### config.mk
export PLATFORM = sky130hd
export DESIGN_NAME = cart_loader_top
export DESIGN_NICKNAME = d
export VERILOG_FILES = /design/src/verilog/loader_pkg.sv /design/src/verilog/cheat_pkg.sv /design/src/verilog/download_if.sv /design/src/verilog/download_router.sv /design/src/verilog/rom_header_detect.sv /design/src/verilog/cheat_code_loader.sv /design/src/verilog/backup_ram_sequencer.sv /design/src/verilog/cart_loader_top.sv
export VERILOG_INCLUDE_DIRS = /design/src /design/src/verilog
export SDC_FILE = /design/constraint.sdc
export NUM_CORES = 1
export LEC_CHECK = 0
export BUFFER_PORTS_ARGS = -buffer_cell sky130_fd_sc_hd__buf_4
export CAP_MARGIN = 20
export CORE_AREA = 2 2 135 137
export CTS_CLUSTER_SIZE = 25
export DETAILED_ROUTE_END_ITERATION = 8
export DIE_AREA = 0 0 137 139
export PLACE_DENSITY = 0.75
export SLEW_MARGIN = 20
export SYNTH_ARGS = -nofsm -noshare
export SYNTH_HDL_FRONTEND = slang
export SYNTH_SLANG_ARGS = --single-unit
export TNS_END_PERCENT = 50
### constraint.sdc
create_clock -name clk_sys -period 5.1 [get_ports clk_sys]
set_input_delay 1.275 -clock clk_sys [delete_from_list [all_inputs] [get_ports clk_sys]]
set_output_delay 1.275 -clock clk_sys [all_outputs]
set_load 0.02 [all_outputs]
### src/verilog/cart_params.svh
`ifndef CART_PARAMS_SVH
`define CART_PARAMS_SVH

// Copier header prepended to cartridge and cheat files
`define CART_HDR_OFFSET         512
`define CART_HDR_MIN_ADDR       510

// Internal header fields per mapping, offset included
`define CART_LOROM_SIZE_ADDR    ('h7FD6 + `CART_HDR_OFFSET)
`define CART_LOROM_RAM_ADDR     ('h7FD8 + `CART_HDR_OFFSET)
`define CART_HIROM_SIZE_ADDR    ('hFFD6 + `CART_HDR_OFFSET)
`define CART_HIROM_RAM_ADDR     ('hFFD8 + `CART_HDR_OFFSET)
`define CART_EXHIROM_SIZE_ADDR  ('h40FFD6 + `CART_HDR_OFFSET)
`define CART_EXHIROM_RAM_ADDR   ('h40FFD8 + `CART_HDR_OFFSET)

// Size code n means CART_SIZE_BASE << n bytes
`define CART_SIZE_BASE          1024
`define CART_DEFAULT_ROM_SIZE   12

`define CART_SECTOR_SHIFT       9
`define CART_ADDR_W             25
`define CART_MASK_W             24

`endif

### src/verilog/loader_pkg.sv
package loader_pkg;

	// Host download slot number
	typedef logic [7:0] dl_index_t;

	// Slot used for cheat files, every other slot is a cartridge
	localparam dl_index_t DL_INDEX_CHEAT = 8'd3;

	// ROM header interpretation chosen in the menu
	typedef enum logic [2:0] {
		HDR_AUTO    = 3'd0,
		HDR_NONE    = 3'd1,
		HDR_LOROM   = 3'd2,
		HDR_HIROM   = 3'd3,
		HDR_EXHIROM = 3'd4
	} header_mode_t;

endpackage

### src/verilog/cheat_pkg.sv
package cheat_pkg;

	// One cheat code, flags in the top word
	typedef struct packed {
		logic [31:0] flags;
		logic [31:0] address;
		logic [31:0] compare;
		logic [31:0] replace;
	} cheat_fields_t;

	// Two download words per field, index 1 is the upper half
	typedef logic [1:0][15:0] slot_pair_t;

	// Download word k lands in slots[k/2][k%2]
	typedef union packed {
		cheat_fields_t     fields;
		slot_pair_t [0:3]  slots;
	} cheat_code_u;

endpackage

### src/verilog/download_if.sv
`timescale 1ns/1ps
`include "cart_params.svh"

interface download_if;

	logic [`CART_ADDR_W-1:0] addr;
	logic [15:0]             data;
	// Single-cycle write strobe
	logic                    wr;
	// Levels, at most one high at a time
	logic                    cart_active;
	logic                    code_active;

	modport router (
		output addr, data, wr, cart_active, code_active
	);

	modport sink (
		input addr, data, wr, cart_active, code_active
	);

endinterface

### src/verilog/download_router.sv
`timescale 1ns/1ps
`include "cart_params.svh"

module download_router (
	input  logic                    clk_sys,
	input  logic                    reset,
	input  logic                    ioctl_download,
	input  loader_pkg::dl_index_t   ioctl_index,
	input  logic [`CART_ADDR_W-1:0] ioctl_addr,
	input  logic [15:0]             ioctl_dout,
	input  logic                    ioctl_wr,
	download_if.router              dl,
	input  logic                    loading,
	output logic                    cart_start,
	output logic                    cart_end,
	output logic                    system_hold
);
	import loader_pkg::*;

	logic code_index;
	logic cart_active;
	logic cart_active_q;

	// Cheat files arrive on their own slot
	assign code_index  = (ioctl_index == DL_INDEX_CHEAT);
	assign cart_active = ioctl_download & ~code_index;

	assign dl.addr        = ioctl_addr;
	assign dl.data        = ioctl_dout;
	assign dl.wr          = ioctl_wr;
	assign dl.cart_active = cart_active;
	assign dl.code_active = ioctl_download & code_index;

	// Edge pulses of the cartridge download
	always_ff @(posedge clk_sys) begin
		if (!reset) begin
			cart_active_q <= 1'b0;
			cart_start    <= 1'b0;
			cart_end      <= 1'b0;
		end else begin
			cart_active_q <= cart_active;
			cart_start    <= cart_active & ~cart_active_q;
			cart_end      <= ~cart_active & cart_active_q;
		end
	end

	// Console stays in reset while the cartridge or its backup RAM is loading
	assign system_hold = ~reset | cart_active | loading;

endmodule

### src/verilog/rom_header_detect.sv
`timescale 1ns/1ps
`include "cart_params.svh"

module rom_header_detect (
	input  logic                     clk_sys,
	input  logic                     reset,
	download_if.sink                 dl,
	input  loader_pkg::header_mode_t header_mode,
	output logic [7:0]               rom_type,
	output logic [`CART_MASK_W-1:0]  rom_mask,
	output logic [`CART_MASK_W-1:0]  ram_mask,
	output logic                     rom_region
);
	import loader_pkg::*;

	localparam logic [`CART_MASK_W-1:0] SIZE_BASE = `CART_SIZE_BASE;

	logic [3:0]              rom_size;
	logic [3:0]              ram_size;
	logic                    forced;
	logic [`CART_ADDR_W-1:0] size_addr;
	logic [`CART_ADDR_W-1:0] ram_addr;

	// Internal header location of the forced mapping
	always_comb begin
		forced    = 1'b1;
		size_addr = `CART_ADDR_W'(`CART_LOROM_SIZE_ADDR);
		ram_addr  = `CART_ADDR_W'(`CART_LOROM_RAM_ADDR);
		case (header_mode)
			HDR_HIROM: begin
				size_addr = `CART_ADDR_W'(`CART_HIROM_SIZE_ADDR);
				ram_addr  = `CART_ADDR_W'(`CART_HIROM_RAM_ADDR);
			end
			HDR_EXHIROM: begin
				size_addr = `CART_ADDR_W'(`CART_EXHIROM_SIZE_ADDR);
				ram_addr  = `CART_ADDR_W'(`CART_EXHIROM_RAM_ADDR);
			end
			HDR_LOROM: forced = 1'b1;
			default:   forced = 1'b0;
		endcase
	end

	always_ff @(posedge clk_sys) begin
		if (!reset) begin
			rom_size   <= 4'(`CART_DEFAULT_ROM_SIZE);
			ram_size   <= 4'd0;
			rom_type   <= 8'd0;
			rom_region <= 1'b0;
		end else if (dl.cart_active && dl.wr) begin
			// Leading word of the copier header
			if (dl.addr == '0) begin
				rom_size <= 4'(`CART_DEFAULT_ROM_SIZE);
				ram_size <= 4'd0;
				if (header_mode == HDR_AUTO && dl.data[7:0] != 8'd0)
					{ram_size, rom_size} <= dl.data[7:0];
				case (header_mode)
					HDR_NONE, HDR_LOROM: rom_type <= 8'd0;
					HDR_HIROM:           rom_type <= 8'd1;
					HDR_EXHIROM:         rom_type <= 8'd2;
					default:             rom_type <= dl.data[15:8];
				endcase
			end
			if (dl.addr == `CART_ADDR_W'(2))
				rom_region <= dl.data[8];
			if (forced && dl.addr == size_addr)
				rom_size <= dl.data[11:8];
			if (forced && dl.addr == ram_addr)
				ram_size <= dl.data[3:0];
		end
	end

	assign rom_mask = (SIZE_BASE << rom_size) - `CART_MASK_W'd1;
	// No backup RAM at all for code 0
	assign ram_mask = (ram_size != 4'd0) ? (SIZE_BASE << ram_size) - `CART_MASK_W'd1 : '0;

endmodule

### src/verilog/cheat_code_loader.sv
`timescale 1ns/1ps
`include "cart_params.svh"

module cheat_code_loader (
	input  logic                   clk_sys,
	input  logic                   reset,
	download_if.sink               dl,
	output cheat_pkg::cheat_fields_t cheat_code,
	output logic                   cheat_load
);
	import cheat_pkg::*;

	cheat_code_u             code_q;
	logic [`CART_ADDR_W-1:0] code_off;
	logic [2:0]              slot_sel;
	logic                    accept;

	// Code words follow the copier header
	assign code_off = dl.addr - `CART_ADDR_W'(`CART_HDR_OFFSET);
	assign slot_sel = code_off[3:1];
	assign accept   = dl.code_active & dl.wr & (dl.addr > `CART_ADDR_W'(`CART_HDR_MIN_ADDR));

	// Slot pair picks the field, low bit picks the half
	always_ff @(posedge clk_sys) begin
		if (accept)
			code_q.slots[slot_sel[2:1]][slot_sel[0]] <= dl.data;
	end

	// Last word completes the code
	always_ff @(posedge clk_sys) begin
		if (!reset)
			cheat_load <= 1'b0;
		else
			cheat_load <= accept & (slot_sel == 3'd7);
	end

	assign cheat_code = code_q.fields;

endmodule

### src/verilog/backup_ram_sequencer.sv
`timescale 1ns/1ps
`include "cart_params.svh"

module backup_ram_sequencer (
	input  logic                    clk_sys,
	input  logic                    reset,
	download_if.sink                dl,
	input  logic                    cart_start,
	input  logic                    cart_end,
	input  logic [`CART_MASK_W-1:0] ram_mask,
	input  logic                    img_mounted,
	input  logic                    img_readonly,
	input  logic [63:0]             img_size,
	input  logic                    bk_load,
	input  logic                    bk_save,
	input  logic                    sd_ack,
	output logic [31:0]             sd_lba,
	output logic                    sd_rd,
	output logic                    sd_wr,
	output logic                    bk_ena,
	output logic                    loading,
	output logic                    busy
);

	typedef enum logic {
		ST_IDLE,
		ST_ACTIVE
	} state_t;

	state_t      state;
	logic        load_req;
	logic        save_req;
	logic        load_q;
	logic        save_q;
	logic        ack_q;
	logic        ack_old;
	logic        ack_rise;
	logic        ack_fall;
	logic [31:0] last_lba;

	// ======================================================================
	// Backup enable
	// ======================================================================

	// Save image gets mounted while the cartridge is still downloading
	always_ff @(posedge clk_sys) begin
		if (!reset) begin
			bk_ena <= 1'b0;
		end else begin
			if (cart_start)
				bk_ena <= 1'b0;
			if (dl.cart_active && img_mounted && !img_readonly)
				bk_ena <= |ram_mask;
		end
	end

	// ======================================================================
	// Sector transfer
	// ======================================================================

	assign load_req = bk_load & bk_ena;
	assign save_req = bk_save & bk_ena;
	assign ack_rise = ack_q & ~ack_old;
	assign ack_fall = ~ack_q & ack_old;
	assign last_lba = 32'(ram_mask >> `CART_SECTOR_SHIFT);

	always_ff @(posedge clk_sys) begin
		if (!reset) begin
			state   <= ST_IDLE;
			load_q  <= 1'b0;
			save_q  <= 1'b0;
			ack_q   <= 1'b0;
			ack_old <= 1'b0;
			loading <= 1'b0;
			sd_lba  <= 32'd0;
			sd_rd   <= 1'b0;
			sd_wr   <= 1'b0;
		end else begin
			load_q  <= load_req;
			save_q  <= save_req;
			ack_q   <= sd_ack;
			ack_old <= ack_q;

			// Storage has taken the request
			if (ack_rise) begin
				sd_rd <= 1'b0;
				sd_wr <= 1'b0;
			end

			case (state)
				ST_IDLE: begin
					if ((load_req & ~load_q) | (save_req & ~save_q)) begin
						state   <= ST_ACTIVE;
						loading <= load_req;
						sd_lba  <= 32'd0;
						sd_rd   <= load_req;
						sd_wr   <= ~load_req;
					end
					// Restore the save file once the cartridge is in
					if (cart_end && bk_ena && |img_size) begin
						state   <= ST_ACTIVE;
						loading <= 1'b1;
						sd_lba  <= 32'd0;
						sd_rd   <= 1'b1;
						sd_wr   <= 1'b0;
					end
				end
				default: begin
					if (ack_fall) begin
						if (sd_lba >= last_lba) begin
							state   <= ST_IDLE;
							loading <= 1'b0;
						end else begin
							sd_lba <= sd_lba + 32'd1;
							sd_rd  <= loading;
							sd_wr  <= ~loading;
						end
					end
				end
			endcase
		end
	end

	assign busy = (state == ST_ACTIVE);

endmodule

### src/verilog/cart_loader_top.sv
`timescale 1ns/1ps
`include "cart_params.svh"

module cart_loader_top (
	input  logic                     clk_sys,
	input  logic                     reset,
	input  logic                     ioctl_download,
	input  loader_pkg::dl_index_t    ioctl_index,
	input  logic [`CART_ADDR_W-1:0]  ioctl_addr,
	input  logic [15:0]              ioctl_dout,
	input  logic                     ioctl_wr,
	input  loader_pkg::header_mode_t header_mode,
	input  logic                     img_mounted,
	input  logic                     img_readonly,
	input  logic [63:0]              img_size,
	input  logic                     bk_load,
	input  logic                     bk_save,
	input  logic                     sd_ack,
	output logic [7:0]               rom_type,
	output logic [`CART_MASK_W-1:0]  rom_mask,
	output logic [`CART_MASK_W-1:0]  ram_mask,
	output logic                     rom_region,
	output logic [31:0]              cheat_flags,
	output logic [31:0]              cheat_address,
	output logic [31:0]              cheat_compare,
	output logic [31:0]              cheat_replace,
	output logic                     cheat_load,
	output logic [31:0]              sd_lba,
	output logic                     sd_rd,
	output logic                     sd_wr,
	output logic                     bk_ena,
	output logic                     bk_busy,
	output logic                     system_hold
);
	import cheat_pkg::*;

	cheat_fields_t cheat_code;
	logic          cart_start;
	logic          cart_end;
	logic          loading;

	download_if dl_bus ();

	download_router u_router (
		.clk_sys, .reset, .ioctl_download, .ioctl_index, .ioctl_addr, .ioctl_dout,
		.ioctl_wr, .dl(dl_bus.router), .loading, .cart_start, .cart_end, .system_hold
	);

	rom_header_detect u_header (
		.clk_sys, .reset, .dl(dl_bus.sink), .header_mode,
		.rom_type, .rom_mask, .ram_mask, .rom_region
	);

	cheat_code_loader u_cheat (
		.clk_sys, .reset, .dl(dl_bus.sink), .cheat_code, .cheat_load
	);

	backup_ram_sequencer u_backup (
		.clk_sys, .reset, .dl(dl_bus.sink), .cart_start, .cart_end, .ram_mask,
		.img_mounted, .img_readonly, .img_size, .bk_load, .bk_save, .sd_ack,
		.sd_lba, .sd_rd, .sd_wr, .bk_ena, .loading, .busy(bk_busy)
	);

	assign cheat_flags   = cheat_code.flags;
	assign cheat_address = cheat_code.address;
	assign cheat_compare = cheat_code.compare;
	assign cheat_replace = cheat_code.replace;

endmodule

# Yosys cells after proc, flatten, opt, wreduce, memory -nomap -nowiden
# Cells that the tools add are included.
# Widths: inputs -> output; s select.
# word_totals
regBits	190
output_inout_bits	223
word_cells	144
# classes
shift	2
n_eq_ne	12
addsub	4
muxes	45
n_reduce_logical	29
n_bitwise	27
n_lt_le_gt_ge	6
# ops
operator	count
$mux 32	6
$bwmux 128	1
$pmux 23 s2	2
$demux 32 s2	1
$reduce_or 64->1	1
$eq 25x23->1	2
$shl 11x4->24 const A	2
$sub 24x1->24 const B	2
$add 32x1->32 const B	1
$ge 32x15->1	1
$eq 25x2->1 const B	1
$gt 25x9->1 const B	1
$logic_not 25->1	1
$mux 1	25
$mux 24	1
$mux 4	6
$pmux 8 s3	1
$reduce_or 24->1	1
$demux 16 s1	1
$mux 16	1
$and 1x1->1	13
$logic_and 1x1->1	10
$not 1->1	10
$eq 8x2->1 const B	1
21 further kinds	33

# Logic depth before layout (Yosys ltp)
# Gate-level depths: netlist of the first run.
# depth
ltp_word	8
depth_mapped	18

# Cells and area by module
# A second synthesis of the first run with hierarchy kept.
# unflattened
hier_cells	688
area_unflattened_um2	8289.2
# modules_own_cells
module	area_per_inst_um2	instances	cells_per_inst	seq_area_each_um2
cheat_code_loader	4008.8	1	152	3863.7
backup_ram_sequencer	2198.4	1	256	820.8
rom_header_detect	1635.3	1	223	340.3
download_router	446.7	1	57	60.1

# Worst setup path after synthesis of the first run
# Ideal clock, no wire load.
# synth_path
path_kind	register -> register
from	register u_header.ram_size[2]
to	register u_backup.sd_lba[9]
setup_time_ps	70
arrival_ps	3779
setup_slack_ps	1250
path_stages_with_launch	17
period_less_slack_ps	3850
path_buffers	1
path_cell_list	dfxtp_1 -> clkbuf_1 -> nor2_1 -> inv_1 -> nor2_1 -> inv_1 -> ha_1 -> or4b_2 -> and2_1 -> ha_1 -> nand4_1 -> o221ai_1 -> a22oi_1 -> nand3_2 -> o21a_1 -> or4_1 -> a21oi_1
# synth_between
elab_chain_len	6
elab_cells_between_ends	7
cone_classes	1 x add/sub; 1 x order compare; 1 x eq/ne; 1 x shift; 1 x mux; 2 x reduce/logical
# synth_rtl
item	line	source
start, declared	rom_header_detect.sv:19	logic [3:0] ram_size;
start signal, assigned	rom_header_detect.sv:55	{ram_size, rom_size} <= dl.data[7:0];
start signal, assigned	rom_header_detect.sv:68	ram_size <= dl.data[3:0];
$shl 11x4->24	rom_header_detect.sv:74	assign ram_mask = (ram_size != 4'd0) ? (SIZE_BASE << ram_size) - `CART_MASK_W'd1 : '0;
$sub 24x1->24	rom_header_detect.sv:74	
$mux 24 (*)	rom_header_detect.sv:74	
via ram_mask[13]	cart_loader_top.sv:21	output logic [`CART_MASK_W-1:0] ram_mask,
$ge 32x15->1 (*)	backup_ram_sequencer.sv:110	if (sd_lba >= last_lba) begin
$ne 2x2->1 (no source line) (*)	-	
$reduce_and 3->1 (no source line) (*)	-	
end signal, assigned	backup_ram_sequencer.sv:114	sd_lba <= sd_lba + 32'd1;
end, declared	backup_ram_sequencer.sv:17	output logic [31:0] sd_lba,
# Mark *: on every way through the listed nets, which the timed path passes. The rest lies on a longest branch.
# A chain may end at the register's enable or synchronous reset.

# Worst setup path after layout of the first run
# layout_path
from	register u_header.ram_size[3]
to	register u_backup.sd_lba[9]
# layout_between
elab_chain_len	6
elab_cells_between_ends	7
cone_classes	1 x add/sub; 1 x order compare; 1 x eq/ne; 1 x shift; 1 x mux; 2 x reduce/logical
# layout_rtl
item	line
$shl 11x4->24	rom_header_detect.sv:74
$sub 24x1->24	rom_header_detect.sv:74
$mux 24 (*)	rom_header_detect.sv:74
$ge 32x15->1 (*)	backup_ram_sequencer.sv:110
$ne 2x2->1 (no source line) (*)	-
$reduce_and 3->1 (no source line) (*)	-
# Mark *: on every way between the ends. The rest lies on a longest branch, timed or not.

==> results.sh, run 1 <==
export IMPL_cts_tree="done"
export IMPL_fill_cells=1409
export IMPL_finalCriticalPeriod_ns=4.40
export IMPL_grt_pass1_vias=5941
export IMPL_setup_viol=0
export IMPL_holdWs_ns=0.429
export IMPL_p_total_mw=3.11
export IMPL_drtPass1Iterations=4
export IMPL_nets=1106
export IMPL_grt_ovfl_total=0
export IMPL_htreeDepth=4
export IMPL_antenna_found_initial=0
export IMPL_synth_seq_cells=190
export IMPL_drc=0
export IMPL_worst_path_max_fanout=22
export IMPL_io_buffers=337
export IMPL_avgSynthCellArea_um2=12.2
export IMPL_hold_class="flop to flop"
export IMPL_wl_per_cell_um=19.1
export IMPL_pin_count=348
export IMPL_clk_pin_slew_ns=0.08
export IMPL_crit_arrival_ns=4.76
export IMPL_period_share=0.863
export IMPL_yosys_warnings=0
export IMPL_vias=6275
export IMPL_post_cts_buffers=0
export IMPL_area_growth_pct=43.0
export IMPL_fp_dieArea_um2=19000
export IMPL_synth_edff_count=128
export IMPL_fp_coreArea_um2=17700
export IMPL_cts_buffers=17
export IMPL_worstPathRequired_ns=5.46
export IMPL_synth_cells=632
export IMPL_relSlewSlack=0.294
export IMPL_fin_skew_ns=0.00873
export IMPL_maxCapViolCount=0
export IMPL_clock_sinks=190
export IMPL_diodes=0
export IMPL_cts_resized=0
export IMPL_place_hpwl_mm=17.2
export IMPL_r2r_start="u_header.ram_size[3]$_SDFFE_PN0P_"
export IMPL_grt_max_degree=29
export IMPL_row_count=49
export IMPL_power_per_cell_area_nw_per_um2=282
export IMPL_slew_viol_final=0
export IMPL_vdd_ir_drop_max_uv=245
export IMPL_pre_cts_slack_ns=0.792
export IMPL_power_leakage_nw=4.69
export IMPL_gp_congestion=0.845
export IMPL_finalNonFillerCells=1205
export IMPL_die_h_um=139
export IMPL_ctsLongestPathBuffers=2
export IMPL_r2r_setup_slack_ns=0.70
export IMPL_start_util=0.436
export IMPL_antenna_left=0
export IMPL_status="finished clean"
export IMPL_r2r_end="u_backup.sd_lba[9]$_SDFFE_PN0P_"
export IMPL_cts_root_buf="clkbuf_16"
export IMPL_synthFlopType="edfxtp_1"
export IMPL_dpl_cell_count=1173
export IMPL_final_setup_tns_ns=0
export IMPL_synth_cell_type_count=60
export IMPL_crit_path_end="u_backup.sd_lba[9]$_SDFFE_PN0P_"
export IMPL_cp_start_kind="flop"
export IMPL_max_freq_mhz=227
export IMPL_ys_async_sr_fraction=0
export IMPL_r2r_cells=15
export IMPL_first_iter_violations=348
export IMPL_crit_start="u_header.ram_size[3]$_SDFFE_PN0P_"
export IMPL_postCtsHoldBufs=0
export IMPL_grt_pass1_wl_mm=33.7
export IMPL_tightest_slew_ns=1.06
export IMPL_critPathKind="flop to flop"
export IMPL_hold_viol=0
export IMPL_fin_ws_ns=0.698
export IMPL_rsz0062_at_grt="false"
export IMPL_vias_per_cell=5.21
export IMPL_drive_gt1_frac=0.401
export IMPL_netlist_area_um2=7710
export IMPL_drt_total_wl_mm=23.0
export IMPL_grt_usage=0.236
export IMPL_ys_seq_area_frac=0.660
export IMPL_worst_skew_pair_late_latency_ns=0.44
export IMPL_die_x_um=137
export IMPL_critPathCaptureType="flop"
## worst min path at each step
stage               slack (ns)                              to  cells after the start                              start
global placement          0.40  u_router.cart_start$_SDFF_PN0_                      1  u_router.cart_active_q$_SDFF_PN0_
detailed placement        0.41  u_router.cart_start$_SDFF_PN0_                      1  u_router.cart_active_q$_SDFF_PN0_
global route              0.44  u_router.cart_start$_SDFF_PN0_                      1  u_router.cart_active_q$_SDFF_PN0_
CTS                       0.42  u_router.cart_start$_SDFF_PN0_                      1  u_router.cart_active_q$_SDFF_PN0_
finish                    0.43  u_router.cart_start$_SDFF_PN0_                      1  u_router.cart_active_q$_SDFF_PN0_
floorplan                 0.39  u_router.cart_start$_SDFF_PN0_                      1  u_router.cart_active_q$_SDFF_PN0_
## layout by cell type, fill, tap and decap left out, drive strengths merged, types with 3 or more instances in the layout
| master | synthesis | layout |
|---|---|---|
| buf | 19 | 345 |
| edfxtp | 128 | 128 |
| dfxtp | 62 | 62 |
| nand2 | 51 | 51 |
| inv | 32 | 39 |
| nor2 | 35 | 35 |
| a21oi | 31 | 31 |
| nor4 | 30 | 30 |
| and3 | 24 | 24 |
| o21ai | 20 | 20 |
| nand3 | 20 | 20 |
| ha | 18 | 18 |
| clkbuf | 23 | 17 |
| nand4 | 15 | 15 |
| nor3 | 14 | 14 |
| conb | 1 | 10 |
| mux2i | 9 | 9 |
| or3 | 9 | 9 |
| and2 | 9 | 9 |
| clkinv | 0 | 8 |
| nand2b | 7 | 7 |
| nand3b | 6 | 6 |
| or4 | 5 | 5 |
| nor2b | 5 | 5 |
| a22o | 5 | 5 |
| a21o | 4 | 4 |
| or2 | 3 | 3 |
| a21boi | 3 | 3 |
| nor3b | 3 | 3 |
| o211ai | 3 | 3 |
| a31oi | 3 | 3 |
## kinds of logic after synthesis
group	share of synthesized area
multiplexers	0.0117
other	0.000487
flip-flops	0.660
adder cells (fa/ha/maj)	0.0305
buffers and inverters	0.0455
AO/OA/AOI/OAI	0.0797
XOR/XNOR	0.00455
AND/OR/NAND/NOR	0.168
## where the power goes
| group | switching [mW] | internal (mW) | total, mW | leakage [nW] |
|---|---|---|---|---|
| clock network | 0.657 | 0.667 | 1.32 | 0.297 |
| registers | 0.000940 | 1.64 | 1.64 | 1.65 |
| logic | 0.0707 | 0.0725 | 0.143 | 2.74 |
| total | 0.729 | 2.38 | 3.11 | 4.69 |
## metrics by stage
step,instance area (um^2),utilization
finish,11000,0.624
global route,11000,0.624
CTS,11000,0.624
detailed placement,10400,0.589
global placement,10400,0.589
floorplan,7740,-
## final cells by class
cell class              count  area [um^2]  area share
flip-flops and latches    190         5080       0.462
repair buffers            345         2590       0.235
multi-input cells         377         2330       0.211
clock buffers              17          425      0.0386
well taps                 229          287      0.0260
clock inverters            15          183      0.0166
inverters                  32          120      0.0109
## cell usage after synthesis (all sizes together), types with 3 or more instances
| cell | n | share of area |
|---|---|---|
| nand3 | 20 | 0.014 |
| or4 | 5 | 0.0049 |
| nand2b | 7 | 0.0057 |
| a31oi | 3 | 0.0024 |
| a21boi | 3 | 0.0029 |
| a22o | 5 | 0.0057 |
| o211ai | 3 | 0.0029 |
| nor3b | 3 | 0.0029 |
| nor3 | 14 | 0.0091 |
| clkbuf | 23 | 0.011 |
| inv | 32 | 0.016 |
| nor4 | 30 | 0.025 |
| and2 | 9 | 0.0073 |
| dfxtp | 62 | 0.16 |
| ha | 18 | 0.029 |
| nand3b | 6 | 0.0058 |
| nand4 | 15 | 0.012 |
| and3 | 24 | 0.019 |
| nor2 | 35 | 0.017 |
| buf | 19 | 0.019 |
| a21o | 4 | 0.0039 |
| or3 | 9 | 0.0073 |
| nand2 | 51 | 0.025 |
| o21ai | 20 | 0.013 |
| or2 | 3 | 0.0024 |
| nor2b | 5 | 0.0041 |
| mux2i | 9 | 0.012 |
| a21oi | 31 | 0.020 |
| edfxtp | 128 | 0.50 |
## per-layer routing
layer / up-vias / wire [um] / GRT usage
met4: 0 / 558 / 0.0857
li1: 2987 / - / -
met1: 2985 / 9080 / 0.288
met3: 30 / 1840 / 0.0570
met5: - / 0 / 0
met2: 273 / 11500 / 0.404
## worst max-delay path, cell delays in order (launching register included)
cell,delay (ns)
dfxtp_1,0.43
nor2_1,0.23
inv_1,0.13
nor2_1,0.23
inv_1,0.07
ha_1,0.24
or4b_2,0.64
and2_1,0.17
ha_1,0.33
nand4_1,0.12
o221ai_1,0.11
a22oi_1,0.29
nand3_2,0.18
o21a_1,0.43
or4_1,0.58
a21oi_1,0.15
## sequential cells by signal (all words and copies together), names as in the netlist
| signal | cells |
|---|---|
| u_header.rom_type | 8 |
| u_backup.ack_q | 1 |
| u_router.cart_start | 1 |
| u_backup.ack_old | 1 |
| u_cheat.cheat_load | 1 |
| u_backup.save_q | 1 |
| u_backup.load_q | 1 |
| u_backup.bk_ena | 1 |
| u_backup.busy | 1 |
| u_header.rom_region | 1 |
| u_backup.sd_rd | 1 |
| u_cheat.cheat_code | 128 |
| u_router.cart_active_q | 1 |
| u_header.rom_size | 4 |
| u_backup.sd_wr | 1 |
| u_header.ram_size | 4 |
| u_router.cart_end | 1 |
| u_backup.loading | 1 |
| u_backup.sd_lba | 32 |
(Power assumes the default switching activity.)
==> run 2, diff against run 1 <==
- CTS_CLUSTER_SIZE: 25 -> 8
- MAX_ROUTING_LAYER: default -> met4
==> run 2 against run 1 <==
Compared with the run above:
- die area stayed put
- largest cell class unchanged
- hold slack hardly changed
- critical path depth stayed put
==> results.sh, run 2 (synthesis gave the netlist of run 1 again) <==
export IMPL_status="finished clean"
export IMPL_io_buffers=337
export IMPL_power_per_cell_area_nw_per_um2=282
export IMPL_crit_arrival_ns=4.75
export IMPL_worst_path_max_fanout=22
export IMPL_post_cts_buffers=0
export IMPL_cts_tree="done"
export IMPL_p_total_mw=3.11
export IMPL_critPathKind="flop to flop"
export IMPL_grt_usage=0.244
export IMPL_grt_pass1_wl_mm=33.7
export IMPL_max_freq_mhz=228
export IMPL_drc=0
export IMPL_r2r_start="u_header.ram_size[3]$_SDFFE_PN0P_"
export IMPL_critPathCaptureType="flop"
export IMPL_clk_pin_slew_ns=0.08
export IMPL_final_setup_tns_ns=0
export IMPL_r2r_end="u_backup.sd_lba[9]$_SDFFE_PN0P_"
export IMPL_antenna_found_initial=0
export IMPL_r2r_cells=15
export IMPL_area_growth_pct=43.0
export IMPL_nets=1106
export IMPL_holdPathStages=1
export IMPL_drt_total_wl_mm=23.0
export IMPL_vias_per_cell=5.25
export IMPL_ctsLongestPathBuffers=2
export IMPL_period_share=0.860
export IMPL_rsz0062_at_grt="false"
export IMPL_maxCapViolCount=0
export IMPL_first_iter_violations=341
export IMPL_dpl_cell_area_um2=10400
export IMPL_drtPass1Iterations=7
export IMPL_layout_commonest_cell="buf_4"
export IMPL_r2r_setup_slack_ns=0.72
export IMPL_htreeDepth=4
export IMPL_cp_cell_sequence="nor2_1 -> inv_1 -> nor2_1 -> inv_1 -> ha_1 -> or4b_2 -> and2_1 -> ha_1 -> nand4_1 -> o221ai_1 -> a22oi_1 -> nand3_2 -> o21a_1 -> or4_1 -> a21oi_1"
export IMPL_grt_max_degree=29
export IMPL_holdCritStartpoint="u_router.cart_active_q$_SDFF_PN0_"
export IMPL_register_area_um2=5080
export IMPL_crit_path_max_incr_delay_ns=0.64
export IMPL_relSlewSlack=0.284
export IMPL_row_count=49
export IMPL_fin_skew_ns=0.00691
export IMPL_cts_root_buf="clkbuf_16"
export IMPL_mostFrequentLayoutCells="345 x buf_4, 128 x edfxtp_1, 62 x dfxtp_1, 51 x nand2_1, 32 x inv_1"
export IMPL_finalCriticalPeriod_ns=4.38
export IMPL_cp_slowest_cell="or4b_2"
export IMPL_pin_count=348
export IMPL_clock_sinks=190
export IMPL_fp_dieArea_um2=19000
export IMPL_multi_input_comb_area_um2=2330
export IMPL_hold_end="u_router.cart_start$_SDFF_PN0_"
export IMPL_grt_pass1_vias=5942
export IMPL_cts_buffers=17
export IMPL_vdd_ir_drop_max_uv=244
export IMPL_setup_viol=0
export IMPL_drive_gt1_frac=0.401
export IMPL_largest_register_ffs=128
export IMPL_fin_ws_ns=0.715
export IMPL_die_h_um=139
export IMPL_wl_per_cell_um=19.1
export IMPL_cts_resized=0
export IMPL_gp_congestion=0.858
export IMPL_place_hpwl_mm=17.2
export IMPL_postCtsHoldBufs=0
export IMPL_pre_cts_slack_ns=0.792
export IMPL_hold_class="flop to flop"
export IMPL_fp_coreArea_um2=17700
export IMPL_diodes=0
export IMPL_grt_ovfl_total=0
export IMPL_vias=6326
export IMPL_power_leakage_nw=4.69
export IMPL_start_util=0.436
export IMPL_worstPathRequired_ns=5.46
export IMPL_tightest_slew_ns=1.07
export IMPL_slew_viol_final=0
export IMPL_worst_skew_pair_late_latency_ns=0.44
export IMPL_die_x_um=137
export IMPL_fill_cells=1409
export IMPL_antenna_left=0
export IMPL_hold_viol=0
export IMPL_fin_area_um2=11000
export IMPL_cp_start_kind="flop"
run 2: per-stage QoR:
| step | utilization | instances | hold WS, ns |
|---|---|---|---|
| after floorplan | - | 641 | 0.390 |
| after global placement | 0.589 | 1173 | 0.404 |
| after detailed placement | 0.589 | 1173 | 0.414 |
| after CTS | 0.624 | 1205 | 0.418 |
| after global routing | 0.624 | 1205 | 0.440 |
| final | 0.624 | 1205 | 0.429 |
run 2: worst max-delay path: cells and delay by family (launching register included):
family,cells,cell delay (ns)
flops,1,0.43
simple gates,7,2.15
fa+ha+maj,2,0.57
buf+inv,2,0.20
compound gates,4,0.96
run 2: cell type report:
cell class,instances,area share
multi-input combinational,377,0.211
clock buffer,17,0.0386
tap,229,0.0260
timing repair buffer,345,0.235
clock inverter,15,0.0166
inverter,32,0.0109
sequential,190,0.462
run 2: how the worst max path moves through the flow:
stage | slack, ns | startpoint | to | cells after the start
6_report | 0.72 | u_header.ram_size[3]$_SDFFE_PN0P_ | u_backup.sd_lba[9]$_SDFFE_PN0P_ | 15
5_1_grt | 0.42 | u_header.ram_size[3]$_SDFFE_PN0P_ | u_backup.sd_lba[9]$_SDFFE_PN0P_ | 15
4_1_cts | 0.73 | u_header.ram_size[3]$_SDFFE_PN0P_ | u_backup.sd_lba[9]$_SDFFE_PN0P_ | 15
3_5_place_dp | 0.79 | u_header.ram_size[3]$_SDFFE_PN0P_ | u_backup.sd_lba[9]$_SDFFE_PN0P_ | 15
3_3_place_gp | 0.98 | u_header.ram_size[3]$_SDFFE_PN0P_ | u_backup.sd_lba[9]$_SDFFE_PN0P_ | 15
2_1_floorplan | 1.25 | u_header.ram_size[2]$_SDFFE_PN0P_ | u_backup.sd_lba[9]$_SDFFE_PN0P_ | 16
run 2: report_power, final:
part / switching [mW] / internal (mW)
Sequential: 0.000931 / 1.64
Clock: 0.658 / 0.667
Combinational: 0.0707 / 0.0726
run 2: routing by layer:
| metal | vias up | track usage | wire (um) |
|---|---|---|---|
| met4 | 0 | 0.0808 | 541 |
| met5 | - | - | 0 |
| met3 | 34 | 0.0541 | 1670 |
| li1 | 2991 | - | - |
| met1 | 3018 | 0.294 | 9270 |
| met2 | 283 | 0.403 | 11500 |
==> run 3, diff against run 2 <==
- CTS_BUF_LIST: default -> sky130_fd_sc_hd__clkbuf_2 sky130_fd_sc_hd__clkbuf_4 sky130_fd_sc_hd__clkbuf_8
- PLACE_DENSITY: 0.75 -> 0.73
==> run 3 against run 2 <==
Compared with the run above:
- final area is 1.7% lower
- sequential power about the same
- clock power shrank 26%
- fmax is 0.34% higher
- critical endpoint unchanged
==> results.sh, run 3 (synthesis gave the netlist of run 1 again) <==
export IMPL_status="finished clean"
export IMPL_antenna_left=0
export IMPL_grt_usage=0.244
export IMPL_cts_tree="done"
export IMPL_finalCriticalPeriod_ns=4.37
export IMPL_holdWs_ns=0.430
export IMPL_postCtsHoldBufs=0
export IMPL_final_setup_tns_ns=0
export IMPL_grt_pass1_wl_mm=33.9
export IMPL_mostFrequentLayoutCells="349 x buf_4, 128 x edfxtp_1, 62 x dfxtp_1, 51 x nand2_1, 33 x nor2_1"
export IMPL_area_growth_pct=40.6
export IMPL_wl_per_cell_um=19.3
export IMPL_power_leakage_nw=4.61
export IMPL_start_util=0.436
export IMPL_fp_dieArea_um2=19000
export IMPL_diodes=0
export IMPL_power_per_cell_area_nw_per_um2=256
export IMPL_drc=0
export IMPL_crit_arrival_ns=4.75
export IMPL_htreeDepth=4
export IMPL_drt_total_wl_mm=23.3
export IMPL_nets=1110
export IMPL_vias=6374
export IMPL_fp_coreArea_um2=17700
export IMPL_fin_skew_ns=0.0184
export IMPL_largest_register_ffs=128
export IMPL_row_count=49
export IMPL_worstPathRequired_ns=5.48
export IMPL_layout_commonest_cell="buf_4"
export IMPL_cp_start_kind="flop"
export IMPL_cts_root_buf="clkbuf_8"
export IMPL_period_share=0.857
export IMPL_setup_viol=0
export IMPL_slew_viol_final=0
export IMPL_drive_gt1_frac=0.399
export IMPL_r2r_setup_slack_ns=0.73
export IMPL_cts_buffers=17
export IMPL_clock_sinks=190
export IMPL_maxCapViolCount=0
export IMPL_drtPass1Iterations=5
export IMPL_grt_pass1_vias=6035
export IMPL_tightest_slew_ns=0.964
export IMPL_max_freq_mhz=229
export IMPL_vias_per_cell=5.28
export IMPL_post_cts_buffers=0
export IMPL_worst_path_max_fanout=22
export IMPL_die_h_um=139
export IMPL_antenna_found_initial=0
export IMPL_cts_resized=0
export IMPL_ctsLongestPathBuffers=2
export IMPL_clk_pin_slew_ns=0.10
export IMPL_relSlewSlack=0.352
export IMPL_gp_congestion=0.899
export IMPL_die_x_um=137
export IMPL_hold_viol=0
export IMPL_pin_count=348
export IMPL_vdd_ir_drop_max_uv=238
export IMPL_hold_class="flop to flop"
export IMPL_first_iter_violations=528
export IMPL_place_hpwl_mm=17.8
export IMPL_worst_skew_pair_late_latency_ns=0.45
export IMPL_rsz0062_at_grt="false"
export IMPL_grt_ovfl_total=0
export IMPL_critPathKind="flop to flop"
export IMPL_io_buffers=337
export IMPL_grt_max_degree=29
export IMPL_fill_cells=1430
export IMPL_critPathCaptureType="flop"
==> run 3: cell types whose count changed in the layout (fill, tap and decap cells not counted), sizes merged <==
cell,delta
clkinv,-5
buf,+4
clkinvlp,+2
bufinv,+1
inv,+1
==> run 3: path summary, 6_finish.rpt <==
| path | from | end | depth (start not counted) |
|---|---|---|---|
| max reg2reg | u_header.ram_size[3]$_SDFFE_PN0P_ | u_backup.sd_lba[9]$_SDFFE_PN0P_ | 15 |
| max | u_header.ram_size[3]$_SDFFE_PN0P_ | u_backup.sd_lba[9]$_SDFFE_PN0P_ | 15 |
| min reg2reg | u_router.cart_active_q$_SDFF_PN0_ | u_router.cart_start$_SDFF_PN0_ | 1 |
| min | u_router.cart_active_q$_SDFF_PN0_ | u_router.cart_start$_SDFF_PN0_ | 1 |
==> run 3: cell type report <==
cell class / instances / area, um^2 / area share
Clock buffer: 17 / 234 / 0.0216
Clock inverter: 14 / 169 / 0.0156
Inverter: 32 / 120 / 0.0111
Multi-Input combinational cell: 377 / 2320 / 0.214
Sequential cell: 190 / 5080 / 0.469
Tap cell: 229 / 287 / 0.0264
Timing Repair Buffer: 349 / 2620 / 0.242
==> run 3: metal layers <==
metal	global-route usage	wire length, um	vias to the layer above
met5	-	0	-
met4	0.0564	323	0
met3	0.0508	1880	27
met2	0.437	12400	350
met1	0.278	8670	2997
li1	-	-	3000
==> run 3: metrics by stage <==
step	power, mW	std cells	cell area [um^2]	utilization	setup WS (ns)
final	2.77	1208	10800	0.614	0.730
after global routing	2.87	1208	10800	0.614	0.378
after floorplan	1.72	641	7740	-	1.25
after global placement	1.82	1177	10400	0.591	0.973
after detailed placement	1.82	1177	10400	0.591	0.826
after CTS	2.79	1208	10800	0.614	0.793
==> run 3: critical path, cell delays in order, from the launching register on <==
cell      delay (ns)
dfxtp_1         0.44
nor2_1          0.22
inv_1           0.12
nor2_1          0.24
inv_1           0.07
ha_1            0.25
or4b_2          0.63
and2_1          0.17
ha_1            0.33
nand4_1         0.12
o221ai_1        0.13
a22oi_1         0.27
nand3_2         0.17
o21a_1          0.43
or4_1           0.57
a21oi_1         0.15
==> run 3: where the power goes <==
part / total [mW] / switching [mW] / internal [mW]
Sequential: 1.64 / 0.000834 / 1.64
Combinational: 0.145 / 0.0723 / 0.0726
Clock: 0.987 / 0.572 / 0.415
